[src/design/rob_config.svh]
/*
 * sizing macros for the reorder buffer back end
 * buffer depth, tag width, data width, register count
 */
`ifndef ROB_CONFIG_SVH
`define ROB_CONFIG_SVH

// entries in the circular buffer
`define ROB_DEPTH 8
// log2 of ROB_DEPTH
`define ROB_TAG_W 3
// data and address width
`define XLEN 32
// architectural registers and their index width
`define NUM_REGS 32
`define REG_IDX_W 5

`endif

[src/design/rob_pkg.sv]
/*
 * shared types for the reorder buffer back end
 * instruction type enum carried with every entry
 */
package rob_pkg;

	// alu and load write a register
	// store waits for its address before it can retire
	// branch retires once ready and writes nothing
	typedef enum logic [1:0] {
		IT_ALU    = 2'd0,
		IT_LOAD   = 2'd1,
		IT_STORE  = 2'd2,
		IT_BRANCH = 2'd3
	} itype_e;

endpackage

[src/design/reorder_buffer.sv]
/*
 * reorder buffer
 * circular entry store with in-order dispatch
 * cdb result capture and agu store address capture
 * in-order single-entry commit with registered commit port
 */
`timescale 1ns/1ns
`include "rob_config.svh"

module reorder_buffer import rob_pkg::*; (
	input  logic                              clk,
	input  logic                              reset,
	input  logic                              dispatch_en,
	input  itype_e                            dispatch_type,
	input  logic [`REG_IDX_W-1:0]             dispatch_dest,
	input  logic [`XLEN-1:0]                  dispatch_value,
	input  logic                              dispatch_ready,
	input  logic                              cdb_valid,
	input  logic [`ROB_TAG_W-1:0]             cdb_tag,
	input  logic [`XLEN-1:0]                  cdb_data,
	input  logic                              agu_valid,
	input  logic [`ROB_TAG_W-1:0]             agu_tag,
	input  logic [`XLEN-1:0]                  agu_addr,
	output logic [`ROB_TAG_W-1:0]             dispatch_tag,
	output logic                              dispatch_accept,
	output logic                              rob_full,
	output logic [`ROB_DEPTH-1:0]             entry_ready,
	output logic [`ROB_DEPTH-1:0][`XLEN-1:0]  entry_value,
	output logic                              commit_valid,
	output itype_e                            commit_type,
	output logic [`ROB_TAG_W-1:0]             commit_tag,
	output logic [`XLEN-1:0]                  commit_dest,
	output logic [`XLEN-1:0]                  commit_value
);

	// head is the oldest entry, tail the next free slot
	logic [`ROB_TAG_W-1:0] head;
	logic [`ROB_TAG_W-1:0] tail;
	// one extra bit so a full buffer is distinguishable from empty
	logic [`ROB_TAG_W:0]   count;

	logic [`ROB_DEPTH-1:0] ent_valid;
	logic [`ROB_DEPTH-1:0] ent_addr_ready;
	itype_e                ent_type [`ROB_DEPTH];
	// register index for alu/load, memory address for stores
	logic [`XLEN-1:0]      ent_dest [`ROB_DEPTH];

	logic head_commit;
	logic agu_hit;

	assign rob_full        = (count == (`ROB_TAG_W+1)'(`ROB_DEPTH));
	assign dispatch_tag    = tail;
	assign dispatch_accept = dispatch_en && !rob_full;

	// only a live store may take an address off the agu bus
	assign agu_hit = agu_valid && ent_valid[agu_tag] && (ent_type[agu_tag] == IT_STORE);

	// head retires once its data is in and a store also needs its address
	always_comb begin
		head_commit = ent_valid[head] && entry_ready[head];
		if (ent_type[head] == IT_STORE && !ent_addr_ready[head]) begin
			head_commit = 1'b0;
		end
	end

	// pointers, occupancy, valid and ready bits
	always_ff @(posedge clk) begin
		if (!reset) begin
			head           <= '0;
			tail           <= '0;
			count          <= '0;
			ent_valid      <= '0;
			entry_ready    <= '0;
			ent_addr_ready <= '0;
			commit_valid   <= 1'b0;
		end else begin
			commit_valid <= head_commit;
			if (dispatch_accept) begin
				tail <= tail + 1'b1;
			end
			if (head_commit) begin
				head <= head + 1'b1;
			end
			case ({dispatch_accept, head_commit})
				2'b10:   count <= count + 1'b1;
				2'b01:   count <= count - 1'b1;
				default: count <= count;
			endcase
			for (int i = 0; i < `ROB_DEPTH; i++) begin
				if (dispatch_accept && tail == `ROB_TAG_W'(i)) begin
					// new entry overrides any bus write to the same slot
					ent_valid[i]      <= 1'b1;
					entry_ready[i]    <= dispatch_ready;
					ent_addr_ready[i] <= 1'b0;
				end else begin
					if (head_commit && head == `ROB_TAG_W'(i)) begin
						// ready and value stay put so lookups still forward
						// until the register file takes the result
						ent_valid[i] <= 1'b0;
					end
					if (cdb_valid && ent_valid[i] && cdb_tag == `ROB_TAG_W'(i)) begin
						entry_ready[i] <= 1'b1;
					end
					// cdb and agu touch different fields so both may land
					if (agu_hit && agu_tag == `ROB_TAG_W'(i)) begin
						ent_addr_ready[i] <= 1'b1;
					end
				end
			end
		end
	end

	// entry payload and commit fields
	always_ff @(posedge clk) begin
		for (int i = 0; i < `ROB_DEPTH; i++) begin
			if (dispatch_accept && tail == `ROB_TAG_W'(i)) begin
				ent_type[i]    <= dispatch_type;
				ent_dest[i]    <= {{(`XLEN-`REG_IDX_W){1'b0}}, dispatch_dest};
				entry_value[i] <= dispatch_value;
			end else begin
				if (cdb_valid && ent_valid[i] && cdb_tag == `ROB_TAG_W'(i)) begin
					entry_value[i] <= cdb_data;
				end
				// store address replaces the unused destination field
				if (agu_hit && agu_tag == `ROB_TAG_W'(i)) begin
					ent_dest[i] <= agu_addr;
				end
			end
		end
		if (head_commit) begin
			commit_type  <= ent_type[head];
			commit_tag   <= head;
			commit_dest  <= ent_dest[head];
			commit_value <= entry_value[head];
		end
	end

endmodule

[src/design/arch_regfile.sv]
/*
 * architectural register file with rename state
 * per-register value, busy bit and producer tag
 * written by the commit port, renamed at dispatch
 */
`timescale 1ns/1ns
`include "rob_config.svh"

module arch_regfile import rob_pkg::*; (
	input  logic                  clk,
	input  logic                  reset,
	input  logic                  rename_en,
	input  logic [`REG_IDX_W-1:0] rename_reg,
	input  logic [`ROB_TAG_W-1:0] rename_tag,
	input  logic                  commit_valid,
	input  itype_e                commit_type,
	input  logic [`ROB_TAG_W-1:0] commit_tag,
	input  logic [`XLEN-1:0]      commit_dest,
	input  logic [`XLEN-1:0]      commit_value,
	input  logic [`REG_IDX_W-1:0] src_reg,
	output logic [`XLEN-1:0]      reg_value,
	output logic                  reg_busy,
	output logic [`ROB_TAG_W-1:0] reg_tag
);

	logic [`XLEN-1:0]      regs     [`NUM_REGS];
	logic [`ROB_TAG_W-1:0] prod_tag [`NUM_REGS];
	logic [`NUM_REGS-1:0]  busy;

	logic [`REG_IDX_W-1:0] wr_reg;
	logic                  wr_en;
	logic                  rn_en;

	// register index sits in the low bits of the destination field
	assign wr_reg = commit_dest[`REG_IDX_W-1:0];
	assign wr_en  = commit_valid && (commit_type == IT_ALU || commit_type == IT_LOAD) &&
		(wr_reg != '0);
	// x0 is hardwired, never renamed
	assign rn_en  = rename_en && (rename_reg != '0);

	always_ff @(posedge clk) begin
		if (!reset) begin
			busy <= '0;
		end else begin
			// only the newest producer may clear the busy bit
			if (wr_en && prod_tag[wr_reg] == commit_tag) begin
				busy[wr_reg] <= 1'b0;
			end
			// a rename at the same edge takes precedence
			if (rn_en) begin
				busy[rename_reg] <= 1'b1;
			end
		end
	end

	always_ff @(posedge clk) begin
		if (wr_en) begin
			regs[wr_reg] <= commit_value;
		end
		if (rn_en) begin
			prod_tag[rename_reg] <= rename_tag;
		end
	end

	assign reg_value = (src_reg == '0) ? '0 : regs[src_reg];
	assign reg_busy  = busy[src_reg];
	assign reg_tag   = prod_tag[src_reg];

endmodule

[src/design/operand_read.sv]
/*
 * operand read
 * picks a source value from the register file or a ready buffer entry
 * otherwise reports the tag of the pending producer
 */
`timescale 1ns/1ns
`include "rob_config.svh"

module operand_read (
	input  logic [`REG_IDX_W-1:0]             src_reg,
	input  logic [`XLEN-1:0]                  reg_value,
	input  logic                              reg_busy,
	input  logic [`ROB_TAG_W-1:0]             reg_tag,
	input  logic [`ROB_DEPTH-1:0]             entry_ready,
	input  logic [`ROB_DEPTH-1:0][`XLEN-1:0]  entry_value,
	output logic                              src_ready,
	output logic [`XLEN-1:0]                  src_value,
	output logic [`ROB_TAG_W-1:0]             src_tag
);

	always_comb begin
		// tag only matters when src_ready is low
		src_tag = reg_tag;
		if (src_reg == '0) begin
			// x0 always reads zero
			src_ready = 1'b1;
			src_value = '0;
		end else if (!reg_busy) begin
			src_ready = 1'b1;
			src_value = reg_value;
		end else if (entry_ready[reg_tag]) begin
			// producer finished but not yet retired so the buffer supplies the value
			src_ready = 1'b1;
			src_value = entry_value[reg_tag];
		end else begin
			src_ready = 1'b0;
			src_value = '0;
		end
	end

endmodule

[src/design/rob_top.sv]
/*
 * reorder buffer back end top level
 * reorder buffer and register file side by side
 * operand read stage merging their state
 */
`timescale 1ns/1ns
`include "rob_config.svh"

module rob_top import rob_pkg::*; (
	input  logic                  clk,
	input  logic                  reset,
	input  logic                  dispatch_en,
	input  itype_e                dispatch_type,
	input  logic [`REG_IDX_W-1:0] dispatch_dest,
	input  logic [`XLEN-1:0]      dispatch_value,
	input  logic                  dispatch_ready,
	output logic [`ROB_TAG_W-1:0] dispatch_tag,
	output logic                  rob_full,
	input  logic [`REG_IDX_W-1:0] src_reg,
	output logic                  src_ready,
	output logic [`XLEN-1:0]      src_value,
	output logic [`ROB_TAG_W-1:0] src_tag,
	input  logic                  cdb_valid,
	input  logic [`ROB_TAG_W-1:0] cdb_tag,
	input  logic [`XLEN-1:0]      cdb_data,
	input  logic                  agu_valid,
	input  logic [`ROB_TAG_W-1:0] agu_tag,
	input  logic [`XLEN-1:0]      agu_addr,
	output logic                  commit_valid,
	output itype_e                commit_type,
	output logic [`ROB_TAG_W-1:0] commit_tag,
	output logic [`XLEN-1:0]      commit_dest,
	output logic [`XLEN-1:0]      commit_value
);

	logic                             dispatch_accept;
	logic                             rename_en;
	logic [`ROB_DEPTH-1:0]            entry_ready;
	logic [`ROB_DEPTH-1:0][`XLEN-1:0] entry_value;
	logic [`XLEN-1:0]                 reg_value;
	logic                             reg_busy;
	logic [`ROB_TAG_W-1:0]            reg_tag;

	// accepted register writers claim their destination
	assign rename_en = dispatch_accept && (dispatch_type == IT_ALU || dispatch_type == IT_LOAD);

	reorder_buffer u_reorder_buffer (
		.clk(clk), .reset(reset),
		.dispatch_en(dispatch_en), .dispatch_type(dispatch_type),
		.dispatch_dest(dispatch_dest), .dispatch_value(dispatch_value),
		.dispatch_ready(dispatch_ready),
		.cdb_valid(cdb_valid), .cdb_tag(cdb_tag), .cdb_data(cdb_data),
		.agu_valid(agu_valid), .agu_tag(agu_tag), .agu_addr(agu_addr),
		.dispatch_tag(dispatch_tag), .dispatch_accept(dispatch_accept), .rob_full(rob_full),
		.entry_ready(entry_ready), .entry_value(entry_value),
		.commit_valid(commit_valid), .commit_type(commit_type), .commit_tag(commit_tag),
		.commit_dest(commit_dest), .commit_value(commit_value)
	);

	arch_regfile u_arch_regfile (
		.clk(clk), .reset(reset),
		.rename_en(rename_en), .rename_reg(dispatch_dest), .rename_tag(dispatch_tag),
		.commit_valid(commit_valid), .commit_type(commit_type), .commit_tag(commit_tag),
		.commit_dest(commit_dest), .commit_value(commit_value),
		.src_reg(src_reg),
		.reg_value(reg_value), .reg_busy(reg_busy), .reg_tag(reg_tag)
	);

	operand_read u_operand_read (
		.src_reg(src_reg),
		.reg_value(reg_value), .reg_busy(reg_busy), .reg_tag(reg_tag),
		.entry_ready(entry_ready), .entry_value(entry_value),
		.src_ready(src_ready), .src_value(src_value), .src_tag(src_tag)
	);

endmodule

[config.mk]
export PLATFORM = sky130hd
export DESIGN_NAME = rob_top
export DESIGN_NICKNAME = d
export VERILOG_FILES = /design/src/design/rob_pkg.sv /design/src/design/reorder_buffer.sv /design/src/design/arch_regfile.sv /design/src/design/operand_read.sv /design/src/design/rob_top.sv
export VERILOG_INCLUDE_DIRS = /design/src /design/src/design
export SDC_FILE = /design/constraint.sdc
export NUM_CORES = 2
export LEC_CHECK = 0
export BUFFER_PORTS_ARGS = -buffer_cell sky130_fd_sc_hd__buf_2
export CORE_MARGIN = 2
export CORE_UTILIZATION = 50
export CTS_CLUSTER_DIAMETER = 100
export DETAILED_ROUTE_END_ITERATION = 7
export GPL_TIMING_DRIVEN = 0
export PLACE_DENSITY = 0.66
export SLEW_MARGIN = 40
export SYNTH_ARGS = -nofsm -noshare
export SYNTH_HDL_FRONTEND = slang
export SYNTH_SLANG_ARGS = --single-unit
[constraint.sdc]
create_clock -name clk -period 11.9 [get_ports clk]
set_input_delay 2.38 -clock clk [delete_from_list [all_inputs] [get_ports clk]]
set_output_delay 2.38 -clock clk [all_outputs]
set_load 0.02 [all_outputs]
==> impl_metrics.yaml <==
outcome:
  outcome: "complete, no violations"
route:
  met2_wirelength_mm: 106
  ant_nets: 0
  viasPerCell: 6.11
  top_layer_used: "met5"
  drtIter0Drc: 5609
  routed_wl_mm: 219
  wl_per_cell_um: 29.6
  routedLengthMet1_mm: 83.7
  dr.pass1.iters: 6
  vias: 45289
  drc: 0
  wl_met3_mm: 20.8
timing:
  hold_violations: 0
  setup-violations-final: 0
  timing.final.ws_setup_ns: 1.98
  maxSlewHeadroom_pct: 35.7
  finalCriticalPeriod_ns: 9.92
  drv_slew: 0
  fin_setup_tns_ns: 0
  period_share_pct: 83.4
  skew_ns: 0.0565
  grt_setup_unrepaired: "false"
  worstMarginPinSlew_ns: 0.959
  clock.fmax_mhz: 101
clock_tree:
  path_clk_slew_ns: 0.06
  cts.sinks: 1787
  clockBufferDepth: 3
  cts-buffers-inserted: 181
  cts_root_buf: "clkbuf_16"
  cts_max_level: 4
  cts_tree: "done"
  postCtsResizedCells: 0
  post-cts-setup-buffers: 0
  postCtsHoldBufs: 0
  clk-insertion-delay-late_ns: 0.85
logic_synthesis:
  ys_types: 67
  synth-async-reset-ratio_pct: 0
  synth-compound-area-share_pct: 3.32
  yosys.area_share.adder_pct: 0.270
  synth-seq-cells: 1787
  yosys.area.top_type: "edfxtp_1"
  yosys.area_share.simple_pct: 7.43
  synthTopCellsByCount: "edfxtp_1 (1,717), nand2_1 (822), mux4_2 (404)"
  synthTopCellsByArea: "edfxtp_1 (67%), mux4_2 (12%), mux2i_1 (4.6%)"
  synth.avg_cell_area_um2: 16.4
  yosysTopAreaCellShare_pct: 67.1
  netlist_area_um2: 76800
  netlist_instances: 4671
  post_synth_xor_area_fraction_pct: 0.0684
  synth.most_common_cell: "edfxtp_1"
  synth.area.mux_share_pct: 18.1
  ys.flop_type: "edfxtp_1"
  yosys_warnings: 0
  synth_edf_count: 1717
  synth_top_family_by_area: "multiplexers"
  ys_seq_area_share_pct: 69.0
placement:
  dp_slack_ns: 1.93
  port_buffers: 190
  dp_hpwl_mm: 154
  place.gp.congestion: 0.923
die:
  dieHeight_um: 396
  die_w_um: 396
  io_pins: 230
  dieArea_um2: 157000
  rows: 143
  initial_core_util_pct: 50.4
  core_um2: 152000
finish:
  num-fill-cells: 11406
  fin_util_pct: 58.6
  fin_nets: 5351
  drive_gt1_share_pct: 24.3
  syn_to_final_growth_pct: 16.2
power_and_ir_drop:
  ir_drop_uv: 144
  leakagePower_uw: 0.0309
  power.density_nw_per_um2: 156
setup_path:
  cpPeakStageDelay_ns: 0.82
  start_kind: "primary input"
  critical_path_class: "primary input to primary output"
  path_cells: "clkbuf_1 > buf_2 > buf_2 > clkbuf_2 > clkbuf_2 > clkbuf_1 > mux4_2 > mux2i_1 > a21oi_1 > a31oi_1 > a211oi_1 > buf_2"
  cpMaxStageDelayCell: "a211oi_1"
  cp.required_ns: 9.52
  critical_path.endpoint_type: "primary output"
  arrival_ns: 7.54
  crit_top_cell: "buf_2"
  crit_fanout: 10
grt:
  grt_use_total_pct: 28.0
  grt_first_pass_wirelength_mm: 316
  grt_max_degree: 41
  overflow: 0
  antenna_found_initial: 45
  grt_pass1_vias: 45484
job:
  cap_violations: 0
worst_hold_path:
  hp-class: "register to register"
-- layout make-up --
cell class / instances / area, µm² / area share, %
buffer: 318 / 1400 / 1.57
sequential: 1787 / 53000 / 59.3
clock buffer: 231 / 4890 / 5.48
tap: 2030 / 2540 / 2.85
multi-input combinational: 2574 / 23000 / 25.8
antenna: 22 / 55.1 / 0.0617
inverter: 26 / 97.6 / 0.109
clock inverter: 103 / 1140 / 1.27
timing repair buffer: 327 / 3160 / 3.54
-- state kept, by name, summed over array words and instances (netlist names), 16 cells and up, named ones only --
name                           count
u_arch_regfile.regs             1024
u_reorder_buffer.ent_dest        256
u_reorder_buffer.entry_value     256
u_arch_regfile.prod_tag           96
u_arch_regfile.busy               32
u_reorder_buffer.commit_dest      32
u_reorder_buffer.commit_value     32
u_reorder_buffer.ent_type         16
-- cells in the final DEF (no fill, tap or decap), drive strengths merged, types with 4 or more instances in the layout --
cell / n
and3: 11
o21a: 59
nand3b: 7
a21oi: 55
clkinv: 85
a31oi: 34
nand2: 823
clkbuf: 447
nor3: 7
dfxtp: 70
o211a: 4
o21ai: 44
mux2: 114
bufinv: 17
a221oi: 20
nand2b: 24
mux2i: 352
nand4: 8
nor2b: 25
conb: 35
or2: 4
o22ai: 17
buf: 429
nand3: 25
a22oi: 70
nor2: 97
inv: 23
clkinvlp: 4
xnor2: 5
a211oi: 28
or3: 6
edfxtp: 1717
a21boi: 8
ha: 15
o211ai: 5
o221a: 9
and2: 230
diode: 22
mux4: 404
-- report_power, final --
part | internal, µW | total (µW) | switching, µW
Clock | 3290 | 5770 | 2470
Combinational | 391 | 1110 | 723
Sequential | 6960 | 7010 | 52.6
Total | 10600 | 13900 | 3250
-- stage by stage --
| step | total power [µW] | hold WS, ns | std cells | instance area [µm²] |
|---|---|---|---|---|
| final | 13900 | 0.478 | 7418 | 89300 |
| after global routing | 14300 | 0.496 | 7411 | 89200 |
| after CTS | 13900 | 0.477 | 7396 | 89200 |
| after detailed placement | 8240 | 0.463 | 7062 | 83200 |
| after global placement | 8190 | 0.445 | 6925 | 80400 |
| after floorplan | 7770 | 0.429 | 4705 | 76900 |
-- cell families (layout without fill, tap and decap cells) --
family,after synthesis,in the layout
compound gates,369,369
xor+xnor,6,6
fa+ha+maj,16,16
buf+inv,344,1005
flops,1787,1787
mux,870,870
other cells,1,57
simple gates,1278,1278
-- worst max-delay path: cells and delay by family --
| family | cells | cell delay, ns |
|---|---|---|
| buffers and inverters | 7 | 3.12 |
| AOI/OAI and AO/OA | 3 | 1.52 |
| muxes | 2 | 0.47 |
-- final timing paths --
kind / from / endpoint / slack (ns) / cells past startpoint
hold reg to reg: u_arch_regfile.busy[0]$_SDFF_PN0_ / u_arch_regfile.busy[0]$_SDFF_PN0_ / 0.48 / 1
hold / removal: u_arch_regfile.busy[0]$_SDFF_PN0_ / u_arch_regfile.busy[0]$_SDFF_PN0_ / 0.48 / 1
setup reg to reg: u_reorder_buffer.count[0]$_SDFFE_PN0P_ / u_reorder_buffer.ent_dest[0][2]$_DFFE_PP_ / 6.84 / 10
setup / recovery: src_reg[1] / src_value[26] / 1.98 / 12
-- layer usage --
metal	global-route usage [%]	vias to the layer above
met3	6.51	510
met5	0	-
met2	45.2	2370
li1	-	19180
met1	36.9	23189
met4	11.4	40
(Power assumes the default switching activity.)
